$ cat src/source/dnc_defs.svh
// Sizes are fixed at compile time; N must equal 2**DNC_IDX_W and R must not exceed N
`ifndef DNC_DEFS_SVH
`define DNC_DEFS_SVH

// Memory locations and read heads
`define DNC_N 4
`define DNC_R 2

// Q1.15 operands, unsigned
`define DNC_DATA_W 16
`define DNC_FRAC_W 15

// Room for N full-scale products without wrap
`define DNC_ACC_W 36

// Index of a head or location
`define DNC_IDX_W 2

// Load counter, covers N*N + R*N words
`define DNC_CNT_W 5

`endif
$ cat src/source/dnc_pkg.sv
// Types only; all widths follow the macros in dnc_defs.svh
`include "dnc_defs.svh"

package dnc_pkg;

  // Operand and result word, unsigned Q1.15
  typedef logic [`DNC_DATA_W-1:0] fixed_t;
  typedef logic [`DNC_ACC_W-1:0]  acc_t;
  typedef logic [`DNC_IDX_W-1:0]  index_t;
  // Word position inside the selected array
  typedef logic [`DNC_CNT_W-1:0]  load_addr_t;

  // Loader write into the operand memory
  typedef struct packed {
    logic       en;
    logic       sel_weight;
    load_addr_t addr;
    fixed_t     data;
  } mem_wr_t;

  // Controller read, head i, location j, summation index g
  typedef struct packed {
    index_t i;
    index_t j;
    index_t g;
  } mem_rd_t;

  // One output beat, 20 bits with the default sizes
  typedef struct packed {
    index_t head;
    index_t loc;
    fixed_t value;
  } result_beat_t;

  // Controller FSM
  typedef enum logic [2:0] {
    st_idle,
    st_accumulate,
    st_drain,
    st_offer,
    st_withdraw
  } ctrl_state_t;

endpackage

$ cat src/source/dnc_backward_top.sv
// Backward weighting b = L^T w for fixed N and R; one batch of N*N + R*N words in, R*N beats out
`timescale 1ns/1ps
`include "dnc_defs.svh"

module dnc_backward_top import dnc_pkg::*; (
  input  logic         CLK,
  input  logic         RST,
  input  logic         in_req,
  input  fixed_t       in_word,
  output logic         in_ack,
  output logic         out_req,
  input  logic         out_ack,
  output result_beat_t out_beat,
  output logic         busy
);

  //////////////////////////////////////////////////
  // Internal nets
  //////////////////////////////////////////////////

  // Loader to memory and controller
  mem_wr_t mem_wr;
  logic    batch_full;
  logic    batch_release;

  // Controller to memory and MAC
  mem_rd_t mem_rd;
  logic    mac_first;
  logic    mac_last;

  // Memory and MAC datapath
  fixed_t  link_rd;
  fixed_t  weight_rd;
  fixed_t  mac_result;
  logic    mac_valid;

  //////////////////////////////////////////////////
  // Instances
  //////////////////////////////////////////////////

  dnc_operand_loader loader_i (
    .CLK           (CLK),
    .RST           (RST),
    .in_req        (in_req),
    .in_word       (in_word),
    .in_ack        (in_ack),
    .mem_wr        (mem_wr),
    .batch_full    (batch_full),
    .batch_release (batch_release)
  );

  // Transposed link reads
  dnc_operand_memory memory_i (
    .CLK       (CLK),
    .RST       (RST),
    .mem_wr    (mem_wr),
    .mem_rd    (mem_rd),
    .link_rd   (link_rd),
    .weight_rd (weight_rd)
  );

  dnc_mac_unit mac_i (
    .CLK        (CLK),
    .RST        (RST),
    .link_rd    (link_rd),
    .weight_rd  (weight_rd),
    .mac_first  (mac_first),
    .mac_last   (mac_last),
    .mac_result (mac_result),
    .mac_valid  (mac_valid)
  );

  dnc_backward_weighting ctrl_i (
    .CLK           (CLK),
    .RST           (RST),
    .batch_full    (batch_full),
    .batch_release (batch_release),
    .mem_rd        (mem_rd),
    .mac_first     (mac_first),
    .mac_last      (mac_last),
    .mac_result    (mac_result),
    .mac_valid     (mac_valid),
    .out_req       (out_req),
    .out_ack       (out_ack),
    .out_beat      (out_beat),
    .busy          (busy)
  );

endmodule

$ cat src/source/dnc_backward_weighting.sv
// Walks i, j, g over one loaded batch; one result element in flight at a time, four-phase output
`timescale 1ns/1ps
`include "dnc_defs.svh"

module dnc_backward_weighting import dnc_pkg::*; (
  input  logic         CLK,
  input  logic         RST,
  input  logic         batch_full,
  output logic         batch_release,
  output mem_rd_t      mem_rd,
  output logic         mac_first,
  output logic         mac_last,
  input  fixed_t       mac_result,
  input  logic         mac_valid,
  output logic         out_req,
  input  logic         out_ack,
  output result_beat_t out_beat,
  output logic         busy
);

  //////////////////////////////////////////////////
  // State and loop counters
  //////////////////////////////////////////////////

  ctrl_state_t state;
  index_t      head_i;
  index_t      loc_j;
  index_t      sum_g;
  logic        rd_first;
  logic        rd_last;
  logic        last_g;
  logic        last_elem;

  assign last_g    = (sum_g == index_t'(`DNC_N - 1));
  assign last_elem = (head_i == index_t'(`DNC_R - 1)) && (loc_j == index_t'(`DNC_N - 1));

  // Read address straight from the counters
  assign mem_rd = '{i: head_i, j: loc_j, g: sum_g};

  // Sum boundaries at read time
  assign rd_first = (state == st_accumulate) && (sum_g == '0);
  assign rd_last  = (state == st_accumulate) && last_g;

  always_ff @(posedge CLK or posedge RST) begin
    if (RST) begin
      state         <= st_idle;
      head_i        <= '0;
      loc_j         <= '0;
      sum_g         <= '0;
      out_req       <= 1'b0;
      busy          <= 1'b0;
      batch_release <= 1'b0;
      mac_first     <= 1'b0;
      mac_last      <= 1'b0;
    end else begin
      // Memory read latency is one cycle
      mac_first     <= rd_first;
      mac_last      <= rd_last;
      batch_release <= 1'b0;
      case (state)
        st_idle: begin
          // Release pulse still visible, full flag not yet cleared
          if (batch_full && !batch_release) begin
            state  <= st_accumulate;
            busy   <= 1'b1;
            head_i <= '0;
            loc_j  <= '0;
            sum_g  <= '0;
          end
        end
        st_accumulate: begin
          // One read per cycle along g
          if (last_g) begin
            sum_g <= '0;
            state <= st_drain;
          end else begin
            sum_g <= sum_g + 1'b1;
          end
        end
        st_drain: begin
          // Wait for the MAC pipeline
          if (mac_valid) begin
            out_req <= 1'b1;
            state   <= st_offer;
          end
        end
        st_offer: begin
          if (out_ack) begin
            out_req <= 1'b0;
            state   <= st_withdraw;
          end
        end
        st_withdraw: begin
          // Next beat only after ack has fallen
          if (!out_ack) begin
            if (last_elem) begin
              batch_release <= 1'b1;
              busy          <= 1'b0;
              state         <= st_idle;
            end else begin
              state <= st_accumulate;
              if (loc_j == index_t'(`DNC_N - 1)) begin
                loc_j  <= '0;
                head_i <= head_i + 1'b1;
              end else begin
                loc_j <= loc_j + 1'b1;
              end
            end
          end
        end
        default: begin
          state <= st_idle;
        end
      endcase
    end
  end

  //////////////////////////////////////////////////
  // Output beat
  //////////////////////////////////////////////////

  // Captured once per element, held through the handshake
  always_ff @(posedge CLK) begin
    if (state == st_drain && mac_valid) begin
      out_beat <= '{head: head_i, loc: loc_j, value: mac_result};
    end
  end

  a_beat_stable: assert property (@(posedge CLK) disable iff (RST)
    (out_req && $past(out_req)) |-> $stable(out_beat))
    else $error("out_beat changed while out_req was high");

endmodule

$ cat src/source/dnc_mac_unit.sv
// Unsigned Q1.15 MAC; result is floor of sum >> DNC_FRAC_W saturated to all ones, one cycle after last
`timescale 1ns/1ps
`include "dnc_defs.svh"

module dnc_mac_unit import dnc_pkg::*; (
  input  logic   CLK,
  input  logic   RST,
  input  fixed_t link_rd,
  input  fixed_t weight_rd,
  input  logic   mac_first,
  input  logic   mac_last,
  output fixed_t mac_result,
  output logic   mac_valid
);

  //////////////////////////////////////////////////
  // Multiply and accumulate
  //////////////////////////////////////////////////

  logic [2*`DNC_DATA_W-1:0]         product;
  acc_t                             acc;
  acc_t                             base;
  acc_t                             sum;
  logic                             in_sum;
  logic                             active;
  logic [`DNC_ACC_W-`DNC_FRAC_W-1:0] shifted;
  fixed_t                           sat_value;

  assign product = link_rd * weight_rd;
  assign active  = mac_first || in_sum;

  // First beat restarts the sum
  assign base = mac_first ? '0 : acc;
  assign sum  = base + acc_t'(product);

  // Floor shift, then clamp anything above 16 bits
  assign shifted   = sum[`DNC_ACC_W-1:`DNC_FRAC_W];
  assign sat_value = (|shifted[`DNC_ACC_W-`DNC_FRAC_W-1:`DNC_DATA_W]) ?
                     '1 : shifted[`DNC_DATA_W-1:0];

  always_ff @(posedge CLK or posedge RST) begin
    if (RST) begin
      in_sum    <= 1'b0;
      mac_valid <= 1'b0;
    end else begin
      mac_valid <= active && mac_last;
      if (mac_last) begin
        in_sum <= 1'b0;
      end else if (mac_first) begin
        in_sum <= 1'b1;
      end
    end
  end

  // Accumulator and result, next sum may start right after last
  always_ff @(posedge CLK) begin
    if (active) begin
      acc <= sum;
    end
    if (active && mac_last) begin
      mac_result <= sat_value;
    end
  end

  // Running sum of unsigned products only ever grows
  a_acc_no_wrap: assert property (@(posedge CLK) disable iff (RST)
    (in_sum && !mac_first) |=> (acc >= $past(acc)))
    else $error("accumulator wrapped");

endmodule

$ cat src/source/dnc_operand_memory.sv
// Link array is stored row-major (g, j); reads are registered and have one cycle of latency
`timescale 1ns/1ps
`include "dnc_defs.svh"

module dnc_operand_memory import dnc_pkg::*; (
  input  logic    CLK,
  input  logic    RST,
  input  mem_wr_t mem_wr,
  input  mem_rd_t mem_rd,
  output fixed_t  link_rd,
  output fixed_t  weight_rd
);

  localparam int LINK_DEPTH = `DNC_N * `DNC_N;
  localparam int WGT_DEPTH  = `DNC_R * `DNC_N;
  localparam int LINK_AW    = $clog2(LINK_DEPTH);
  localparam int WGT_AW     = $clog2(WGT_DEPTH);

  //////////////////////////////////////////////////
  // Storage
  //////////////////////////////////////////////////

  fixed_t link_mem [LINK_DEPTH];
  fixed_t wgt_mem  [WGT_DEPTH];

  logic [LINK_AW-1:0] link_waddr;
  logic [WGT_AW-1:0]  wgt_waddr;
  logic [LINK_AW-1:0] link_raddr;
  logic [WGT_AW-1:0]  wgt_raddr;

  // Loader addresses already start at zero per array
  assign link_waddr = mem_wr.addr[LINK_AW-1:0];
  assign wgt_waddr  = mem_wr.addr[WGT_AW-1:0];

  always_ff @(posedge CLK) begin
    if (mem_wr.en) begin
      if (mem_wr.sel_weight) begin
        wgt_mem[wgt_waddr] <= mem_wr.data;
      end else begin
        link_mem[link_waddr] <= mem_wr.data;
      end
    end
  end

  //////////////////////////////////////////////////
  // Read port
  //////////////////////////////////////////////////

  // L(g,j) walked along g for a fixed j, i.e. a column read
  // This is where the transpose happens, no copy pass needed
  assign link_raddr = {mem_rd.g, mem_rd.j};

  // w(i,g), head-major like the load order
  assign wgt_raddr = WGT_AW'({mem_rd.i, mem_rd.g});

  always_ff @(posedge CLK or posedge RST) begin
    if (RST) begin
      link_rd   <= '0;
      weight_rd <= '0;
    end else begin
      link_rd   <= link_mem[link_raddr];
      weight_rd <= wgt_mem[wgt_raddr];
    end
  end

endmodule

$ cat src/source/dnc_operand_loader.sv
// Words arrive link first (row-major), then weights; no words are taken while the batch is full
`timescale 1ns/1ps
`include "dnc_defs.svh"

module dnc_operand_loader import dnc_pkg::*; (
  input  logic       CLK,
  input  logic       RST,
  input  logic       in_req,
  input  fixed_t     in_word,
  output logic       in_ack,
  output mem_wr_t    mem_wr,
  output logic       batch_full,
  input  logic       batch_release
);

  // Word counts per batch
  localparam int LINK_WORDS  = `DNC_N * `DNC_N;
  localparam int TOTAL_WORDS = LINK_WORDS + `DNC_R * `DNC_N;

  //////////////////////////////////////////////////
  // Handshake and batch counter
  //////////////////////////////////////////////////

  load_addr_t cnt;
  logic       full;
  logic       accept;
  logic       wr_en;
  logic       wr_sel_weight;
  load_addr_t wr_addr;
  fixed_t     wr_data;

  // New word offered, previous one retired, room left
  assign accept = in_req && !in_ack && !full;

  always_ff @(posedge CLK or posedge RST) begin
    if (RST) begin
      in_ack <= 1'b0;
      cnt    <= '0;
      full   <= 1'b0;
      wr_en  <= 1'b0;
    end else begin
      wr_en <= accept;
      // Ack rises with the write, falls one edge after req drops
      if (accept) begin
        in_ack <= 1'b1;
      end else if (!in_req) begin
        in_ack <= 1'b0;
      end
      if (accept) begin
        if (cnt == load_addr_t'(TOTAL_WORDS - 1)) begin
          cnt  <= '0;
          full <= 1'b1;
        end else begin
          cnt <= cnt + 1'b1;
        end
      end else if (batch_release) begin
        // Controller is done with the operands
        full <= 1'b0;
      end
    end
  end

  // Write payload, address is relative to the selected array
  always_ff @(posedge CLK) begin
    if (accept) begin
      wr_sel_weight <= (cnt >= load_addr_t'(LINK_WORDS));
      wr_addr       <= (cnt >= load_addr_t'(LINK_WORDS)) ?
                       cnt - load_addr_t'(LINK_WORDS) : cnt;
      wr_data       <= in_word;
    end
  end

  assign mem_wr = '{en: wr_en, sel_weight: wr_sel_weight, addr: wr_addr, data: wr_data};
  assign batch_full = full;

  //////////////////////////////////////////////////
  // Checks
  //////////////////////////////////////////////////

  // A word is never acknowledged out of a full batch
  a_no_ack_when_full: assert property (@(posedge CLK) disable iff (RST)
    $rose(in_ack) |-> !$past(batch_full))
    else $error("in_ack rose while batch_full was high");

endmodule

$ cat config.mk
export PLATFORM = sky130hd
export DESIGN_NAME = dnc_backward_top
export DESIGN_NICKNAME = d
export VERILOG_FILES = /design/src/source/dnc_pkg.sv /design/src/source/dnc_backward_top.sv /design/src/source/dnc_backward_weighting.sv /design/src/source/dnc_mac_unit.sv /design/src/source/dnc_operand_memory.sv /design/src/source/dnc_operand_loader.sv
export VERILOG_INCLUDE_DIRS = /design/src /design/src/source
export SDC_FILE = /design/constraint.sdc
export NUM_CORES = 1
export LEC_CHECK = 0
export ABC_AREA = 1
export ABC_CLOCK_PERIOD_IN_PS = 5700
export BUFFER_PORTS_ARGS = -buffer_cell sky130_fd_sc_hd__buf_2
export CELL_PAD_IN_SITES_DETAIL_PLACEMENT = 0
export CELL_PAD_IN_SITES_GLOBAL_PLACEMENT = 1
export CORE_MARGIN = 1.5
export CORE_UTILIZATION = 45
export CTS_BUF_LIST = sky130_fd_sc_hd__clkbuf_8
export CTS_CLUSTER_DIAMETER = 120
export DETAILED_ROUTE_END_ITERATION = 10
export PLACE_DENSITY = 0.84
export SLEW_MARGIN = 20
export SYNTH_ARGS = -nofsm -noshare
export SYNTH_HDL_FRONTEND = slang
export SYNTH_HIERARCHICAL = 1
export SYNTH_SLANG_ARGS = --single-unit
export TNS_END_PERCENT = 10
$ cat constraint.sdc
create_clock -name CLK -period 5.7 [get_ports CLK]
set_input_delay 0.285 -clock CLK [delete_from_list [all_inputs] [get_ports CLK]]
set_output_delay 0.285 -clock CLK [all_outputs]
set_load 0.005 [all_outputs]
After elaboration in Yosys (flattened, before gate mapping)
Memory sizes are Yosys's and may differ from the RTL's. A register that Yosys moved wholly into a read port is not among the register bits.
Cells that the tools add are included.
{"block": "word_totals", "regBits": 117, "ram_bits": 384, "out_inout_bits": 23, "mem_count": 2}
{"block": "op_classes", "n_addsub": 6, "n_mul": 1, "order_cmp": 1, "eq_ne": 18, "mux": 44, "reduce_logical": 27}
{"name": "memory_i.link_mem", "words": 16, "width": 16, "rd": 1, "rd_clocked_by_memory_dff": 1, "wr": 1, "line": "dnc_operand_memory.sv:23", "source": "fixed_t link_mem [LINK_DEPTH];"}
{"name": "memory_i.wgt_mem", "words": 8, "width": 16, "rd": 1, "rd_clocked_by_memory_dff": 1, "wr": 1, "line": "dnc_operand_memory.sv:24", "source": "fixed_t wgt_mem [WGT_DEPTH];"}
{"op": "36-bit by 32-bit adder with 36-bit output", "count": 1}
{"op": "36-bit 2-to-1 mux", "count": 1}
{"op": "16-bit by 16-bit multiplier with 32-bit output", "count": 1}
{"op": "1-bit 2-to-1 mux", "count": 22}
{"op": "2-bit 2-to-1 mux", "count": 8}
{"op": "3-bit 2-to-1 mux", "count": 5}
{"op": "3-bit case mux with 5 select lines", "count": 1}
{"op": "2-bit case mux with 2 select lines", "count": 3}
{"op": "2-bit by 1-bit inequality test with 1-bit output, second input constant", "count": 5}
{"op": "2-bit inequality test, second input constant", "count": 5}
{"op": "5-bit AND reduction", "count": 2}
{"op": "2-bit nonzero test", "count": 5}
{"op": "1-bit logical AND", "count": 8}
{"op": "4-bit AND reduction", "count": 2}
{"op": "2-bit by 1-bit adder with 2-bit output, second input constant", "count": 3}
{"op": "3-bit by 2-bit equality test with 1-bit output, second input constant", "count": 2}
{"op": "5-bit by 1-bit adder with 5-bit output, second input constant", "count": 1}
{"op": "5-bit equality test, second input constant", "count": 1}
{"op": "5-bit >= comparator, second input constant", "count": 1}
{"op": "5-bit 2-to-1 mux", "count": 1}
{"op": "5-bit OR reduction", "count": 1}
{"op": "2-bit equality test, second input constant", "count": 2}
{"op": "4-bit 2-to-1 mux", "count": 1}
{"op": "1-bit case mux with 2 select lines", "count": 2}
{"op": "10 further kinds", "count": 13}

Depth between registers and ports, before layout
Gate-level depths: netlist (run 1).
{"block": "depth", "depth_word": 5, "ltp_mapped": 31, "depth_no_buf": 28}

Hierarchy
The synthesis (run 1) kept the hierarchy.
{"module": "dnc_operand_memory", "instances": 1, "cells_per_inst": 1471, "area_per_inst_um2": 16847.4, "seq_area_each_um2": 12331.8}
{"module": "dnc_mac_unit", "instances": 1, "cells_per_inst": 1626, "area_per_inst_um2": 12624.6, "seq_area_each_um2": 1611.5}
{"module": "dnc_backward_weighting", "instances": 1, "cells_per_inst": 121, "area_per_inst_um2": 1351.3, "seq_area_each_um2": 950.9}
{"module": "dnc_operand_loader", "instances": 1, "cells_per_inst": 69, "area_per_inst_um2": 1086.0, "seq_area_each_um2": 860.8}

Worst setup path after synthesis (run 1)
No wires, ideal clock.
{"block": "synth_path", "path_kind": "reg-to-reg", "from": "register memory_i.link_rd[7], read port of memory_i.link_mem", "to": "register mac_i.mac_result[10], data pin", "t_arrival_ns": 5.489, "setup_slack_ns": -0.052, "path_stages_with_launch": 27, "path_buffers": 3, "period_less_slack_ns": 5.752, "cell_sequence": "dfrtp_1 clkbuf_1 clkbuf_1 nand2_1 fa_1 inv_1 fa_1 inv_1 fa_1 inv_1 fa_1 fa_1 inv_1 fa_1 inv_1 ha_1 nand2_2 inv_2 a21oi_1 nand3_2 nand2_1 nand3_1 nand2_2 nand2_4 nor2_8 buf_12 nand3_2"}
{"block": "synth_between", "elab_chain_cells": 3}
{"item": "start: declaration", "line": "dnc_operand_memory.sv:10", "source": "output fixed_t link_rd,"}
{"item": "16-bit by 16-bit multiplier with 32-bit output *", "line": "dnc_mac_unit.sv:29", "source": "assign product = link_rd * weight_rd;"}
{"item": "36-bit by 32-bit adder with 36-bit output *", "line": "dnc_mac_unit.sv:34", "source": "assign sum = base + acc_t'(product);"}
{"item": "5-bit OR reduction", "line": "dnc_mac_unit.sv:38", "source": "assign sat_value = (|shifted[`DNC_ACC_W-`DNC_FRAC_W-1:`DNC_DATA_W]) ?"}
{"item": "end signal: assignment", "line": "dnc_mac_unit.sv:61", "source": "mac_result <= sat_value;"}
{"item": "end: declaration", "line": "dnc_mac_unit.sv:12", "source": "output fixed_t mac_result,"}
Every way passes the cells marked *; elsewhere a longest branch is shown, timed or not.
A chain may end at the register's enable or synchronous reset.

Final worst setup path (run 1)
{"block": "layout_path", "from": "register memory_i.weight_rd[3], read port of memory_i.wgt_mem", "to": "register mac_i.mac_result[5], data pin"}
{"block": "layout_between", "elab_chain_cells": 3}
{"item": "start: declaration", "line": "dnc_operand_memory.sv:11", "source": "output fixed_t weight_rd"}
{"item": "16-bit by 16-bit multiplier with 32-bit output *", "line": "dnc_mac_unit.sv:29"}
{"item": "36-bit by 32-bit adder with 36-bit output *", "line": "dnc_mac_unit.sv:34"}
{"item": "5-bit OR reduction", "line": "dnc_mac_unit.sv:38"}
Marked as above.

==> results.yml, run 1 <==
timing:
  slew_headroom_pct: 29.14
  holdWs_ns: 0.1178
  skew_ns: 0.07268
  fin_crit_sh_pct: 99.33
  hold_viol: 0
  setup_viol: 0
  tns_ns: 0
  maxSlewViolCount: 0
  worst_pin_slew_ns: 1.063
  fin_crit_ns: 5.662
  setup_slack_ns: 0.03812
  rsz0062_at_grt: "yes"
  fmax_mhz: 176.6
grt:
  grt_start_max_net_pins: 95
  gr-total-overflow: 0
  antenna_found_initial: 1
  grt_pass1_wl_mm: 118.4
  grt_pass1_vias: 22050
  gr-usage-all-layers_pct: 20.78
route:
  vias: 21770
  dr.first_iter.drc_count: 1683
  wl_per_cell_microns: 16.41
  ant_nets: 0
  vias_per_cell: 4.852
  drc: 0
  wirelength_mm: 73.63
  drt-pass1-iter-count: 5
critical_path:
  r2r-end: "mac_i/mac_result[5]"
  endpoint_kind: "register"
  timing.rr.start: "memory_i/weight_rd[3]"
  crit_type: "reg -> reg"
  cp-start-kind: "register"
  worst-r2r-setup-slack_ns: 0.04
  path_max_fanout: 7
  arrival_ns: 6.11
  r2r_cells: 26
  required_ns: 6.14
synth:
  netlist_area_sq_um: 31880
  yosys_warnings: 6
  netlist_instances: 3285
  syn_avg_cell_area_sq_um: 9.703
  syn_nets: 3646
cells_and_area:
  drive_gt1_share_pct: 14.02
  final_nets: 3836
  area_growth_pct: 14.65
run_status:
  outcome: "completed"
die:
  fp.dieW_microns: 269.1
  rows: 97
  io_pins: 43
  die_area_sq_um: 72440
  coreArea_sq_um: 70030
  dieHeight_microns: 269.1
  start_util_pct: 45.52
placed_design:
  dp_hpwl_mm: 49.82
  port_buffers: 42
  place_congestion: 0.9153
  pre_cts_ws_ns: -0.2723
clocking:
  numCtsBuffers: 87
  htree_levels: 3
  clk_path_buf_depth: 3
  clock-root-buffer: "clkbuf_8"
  clk_latency_ns: 0.72
  clkTransAtPathRegs_ns: 0.06
  cts_tree: "built"
  clock_sinks: 533
hold_path:
  hp-class: "in -> async"
flow_run:
  drv_cap: 0
==> placed cells by master (no fill, tap or decap), types with 7 or more instances in the layout <==
cell type      count
nand2_1          859
inv_1            765
edfxtp_1         477
nand3_1          238
fa_1             220
buf_4            167
nor2_1           143
ha_1              99
clkbuf_8          93
o21ai_0           67
buf_2             43
dfrtp_1           42
nand2_2           37
o22ai_1           33
dlygate4sd3_1     19
inv_2             18
buf_12            18
clkinv_1          17
a21oi_1           14
ha_4              14
dfrtp_2           12
nand3_2           12
a21oi_2           12
xor2_1            12
clkinv_2           9
xnor2_1            8
nand4_1            7
nand2_4            7
==> metal layers <==
metal / track usage [%] / vias to the layer above / part of all wire [%]
li1: - / 10500 / -
met1: 27.67 / 10480 / 43
met2: 35.11 / 639 / 48
met3: 2.502 / 153 / 5.6
met4: 7.389 / 0 / 3.0
met5: 0 / - / 0
==> critical path, cell delays in order (launching register included) <==
cell	delay [ns]
dfrtp_1	0.45
buf_4	0.22
nand2_1	0.08
fa_1	0.47
fa_1	0.56
fa_1	0.44
fa_1	0.57
inv_1	0.06
fa_1	0.48
inv_1	0.05
fa_1	0.47
inv_1	0.06
ha_4	0.28
nand2_1	0.06
inv_2	0.10
nand2_2	0.08
a21oi_2	0.13
nor2_1	0.06
nand2_2	0.10
nand2_2	0.06
nand2_1	0.06
nand2_1	0.06
nand2_2	0.10
nand2_4	0.07
nor2_8	0.16
clkbuf_16	0.18
nand3_2	0.05
==> metrics by stage <==
step,std cells,util [%],area [sq um]
after global routing,4485,52.18,36540
after global placement,4280,48.46,33940
after floorplan,3285,-,31880
after detailed placement,4280,48.46,33940
after CTS,4465,51.44,36030
final,4487,52.19,36550
==> cell type report <==
| cell class | count | area, sq um |
|---|---|---|
| fill | 6238 | 33480 |
| sequential | 533 | 15750 |
| multi-input combinational | 1845 | 12960 |
| inverter | 758 | 2851 |
| timing repair buffer | 250 | 2081 |
| clock buffer | 93 | 1280 |
| tap | 940 | 1176 |
| clock inverter | 65 | 442.9 |
| antenna | 3 | 7.507 |
==> sequential cells by signal (all words and copies together), names as in the netlist, 2 cells and up <==
signal / cells
mac_i/mac_result: 16
loader_i/wr_addr: 4
ctrl_i/loc_j: 2
memory_i/link_mem: 256
ctrl_i/state: 3
memory_i/wgt_mem: 128
ctrl_i/out_beat: 20
loader_i/cnt: 5
ctrl_i/sum_g: 2
mac_i/acc: 36
memory_i/weight_rd: 16
ctrl_i/head_i: 2
loader_i/wr_data: 16
memory_i/link_rd: 16
==> what timing repair did <==
action,CTS,global route
hold endpoints to repair,81,0
gates resized for setup,27,70
gates cloned,0,2
setup buffers,8,17
endpoints found under the setup margin,28,30
hold buffers,19,0
pin swaps,6,27
==> how the worst max path moves through the flow <==
stage / start / to / slack (ns) / depth (start not counted)
floorplan: memory_i/link_rd[10] / mac_i/mac_result[10] / 0.0006 / 26
global placement: memory_i/link_rd[12] / mac_i/mac_result[4] / -0.19 / 22
detailed placement: memory_i/link_rd[12] / mac_i/mac_result[4] / -0.27 / 22
CTS: memory_i/link_rd[7] / mac_i/mac_result[9] / -0.01 / 29
global route: memory_i/link_rd[14] / mac_i/mac_result[7] / -0.18 / 25
finish: memory_i/weight_rd[3] / mac_i/mac_result[5] / 0.04 / 26
Power of run 1 is not shown: default switching activity piles up to over one toggle a cycle in this logic, so the estimate is an artifact.
==> run 2, diff against run 1 <==
RECOVER_POWER = 50   (was unset)
==> run 2 against run 1 <==
  * The run now ends with capacitance limit, slew limit left
  * First-iteration DRC count fell by 6.6%
  * Via count fell by 0.18%
  * Sequential share of layout area rose by 0.059 points
  * Sequential cell count did not move
  * Register-to-register slack barely moved
  * Die area did not move
  * Non-clock buffer count did not move
  * Utilization fell by 0.084 points
  * Design area fell by 0.16%
  * Final cell count did not move
  * Setup slack got worse by 0.0023 ns
  * Critical path type unchanged
  * Critical endpoint unchanged
==> results.yml, run 2 (synthesis gave the netlist of run 1 again) <==
timing:
  fin_crit_sh_pct: 99.37
  fmax_mhz: 176.5
  rsz0062_at_grt: "yes"
  maxSlewViolCount: 74
  hold_viol: 0
  skew_ns: 0.07463
  fin_crit_ns: 5.664
  setup_viol: 0
  worst_pin_slew_ns: 1.926
  tns_ns: 0
  slew_headroom_pct: -28.40
grt:
  grt_start_max_net_pins: 95
  grt_pass1_wl_mm: 118.4
  gr-usage-all-layers_pct: 20.78
  antenna_found_initial: 1
  grt_pass1_vias: 22050
  gr-total-overflow: 0
critical_path:
  required_ns: 6.14
  endpoint_kind: "register"
  critPathMaxStageDelay_ns: 0.56
  slowest_stage: "fa_1"
  crit_type: "reg -> reg"
  arrival_ns: 6.11
  cp-start-kind: "register"
  path_max_fanout: 5
  critPathBufInv: 6
  crit_path_frequent_cell: "fa_1"
  cpLargestDelayFamily: "adder cells"
die:
  coreArea_sq_um: 70030
  dieHeight_microns: 269.1
  die_area_sq_um: 72440
  fp.dieW_microns: 269.1
  rows: 97
  io_pins: 43
  start_util_pct: 45.52
flow_run:
  drv_cap: 2
hold_path:
  hp-class: "in -> async"
clocking:
  cts_tree: "built"
  htree_levels: 3
  clock-root-buffer: "clkbuf_8"
  clock_sinks: 533
  clk_latency_ns: 0.72
  clkTransAtPathRegs_ns: 0.06
  clk_path_buf_depth: 3
  numCtsBuffers: 87
route:
  dr.first_iter.drc_count: 1572
  drc: 0
  drt-pass1-iter-count: 5
  vias: 21730
  vias_per_cell: 4.843
  wirelength_mm: 73.74
  ant_nets: 0
  wl_per_cell_microns: 16.43
placed_design:
  placed_area_sq_um: 33940
  dp.cells: 4280
  port_buffers: 42
  place_congestion: 0.9153
  dp_hpwl_mm: 49.82
cells_and_area:
  stdcell_count: 4487
  layout_commonest_cell: "nand2_1"
  top_register: "memory_i/link_mem"
  top_regs: "memory_i/link_mem x256, memory_i/wgt_mem x128, mac_i/acc x36"
  postLayoutCoreUtil_pct: 52.10
  final_nets: 3836
  largest_reg_flops: 256
  mostFrequentLayoutCells: "nand2_1 (859), inv_1 (766), edfxtp_1 (477)"
  area_growth_pct: 14.47
  drive_gt1_share_pct: 13.63
  final_area_sq_um: 36490
run_status:
  failed_checks: "capacitance limit, slew limit"
  outcome: "finished with violations"
==> run 2: cell types whose count changed in the layout (fill, tap and decap cells not counted), moves of 3 or more <==
cell	change
o21ai_0	+3
clkbuf_1	+10
o21ai_1	-3
buf_4	-9
==> run 2: repair_timing <==
| item | in CTS | in global routing |
|---|---|---|
| endpoints found under the setup margin | 28 | 30 |
| cloned | 0 | 2 |
| hold buffers | 19 | 0 |
| pin swaps | 6 | 27 |
| setup buffers | 8 | 17 |
| hold endpoints to repair | 81 | 0 |
| resized for setup | 27 | 70 |
==> run 2: metrics by stage <==
step | hold WS (ns) | setup slack (ns)
after floorplan | 0.02618 | 0.0005929
after global placement | 0.2768 | -0.1871
after detailed placement | 0.2786 | -0.2723
after CTS | 0.04880 | -0.01039
after global routing | 0.2451 | -0.1774
final | 0.2485 | 0.03586
==> run 2: layer usage <==
metal  wire length, microns  part of all wire [%]  vias to the layer above  global-route usage [%]
li1                       -                     -                    10490                       -
met1                  31770                    43                    10470                   27.67
met2                  35740                    48                      617                   35.11
met3                   4049                   5.5                      155                   2.502
met4                   2181                   3.0                        0                   7.389
met5                      0                     0                        -                       0
==> run 2: cell type report <==
type / instances / area [sq um]
timing repair buffer: 250 / 2046
inverter: 758 / 2850
multi-input combinational: 1845 / 12940
clock buffer: 93 / 1280
clock inverter: 65 / 442.9
fill: 6251 / 33540
tap: 940 / 1176
antenna: 3 / 7.507
sequential: 533 / 15740
==> run 2: final timing paths <==
kind,start,end,slack [ns],cells past startpoint
min reg2reg,mac_i/mac_result[15],ctrl_i/out_beat[15],0.42,0
min in group CLK,in_word[8],loader_i/wr_data[8],0.28,2
max reg2reg,memory_i/link_rd[13],mac_i/mac_result[5],0.04,25
min,RST,mac_i/in_sum,0.25,3
max,memory_i/link_rd[13],mac_i/mac_result[5],0.04,25
max in group asynchronous,RST,memory_i/link_rd[3],3.31,4
==> run 2: worst register-to-register path, delay by kind of cell (launching register included) <==
family	cells	cell delay, ns
adder cells (fa/ha/maj)	7	3.31
AND/OR/NAND/NOR	12	0.99
buffers and inverters	6	0.68
flip-flops	1	0.45
Power of run 2 is left out for the same reason.
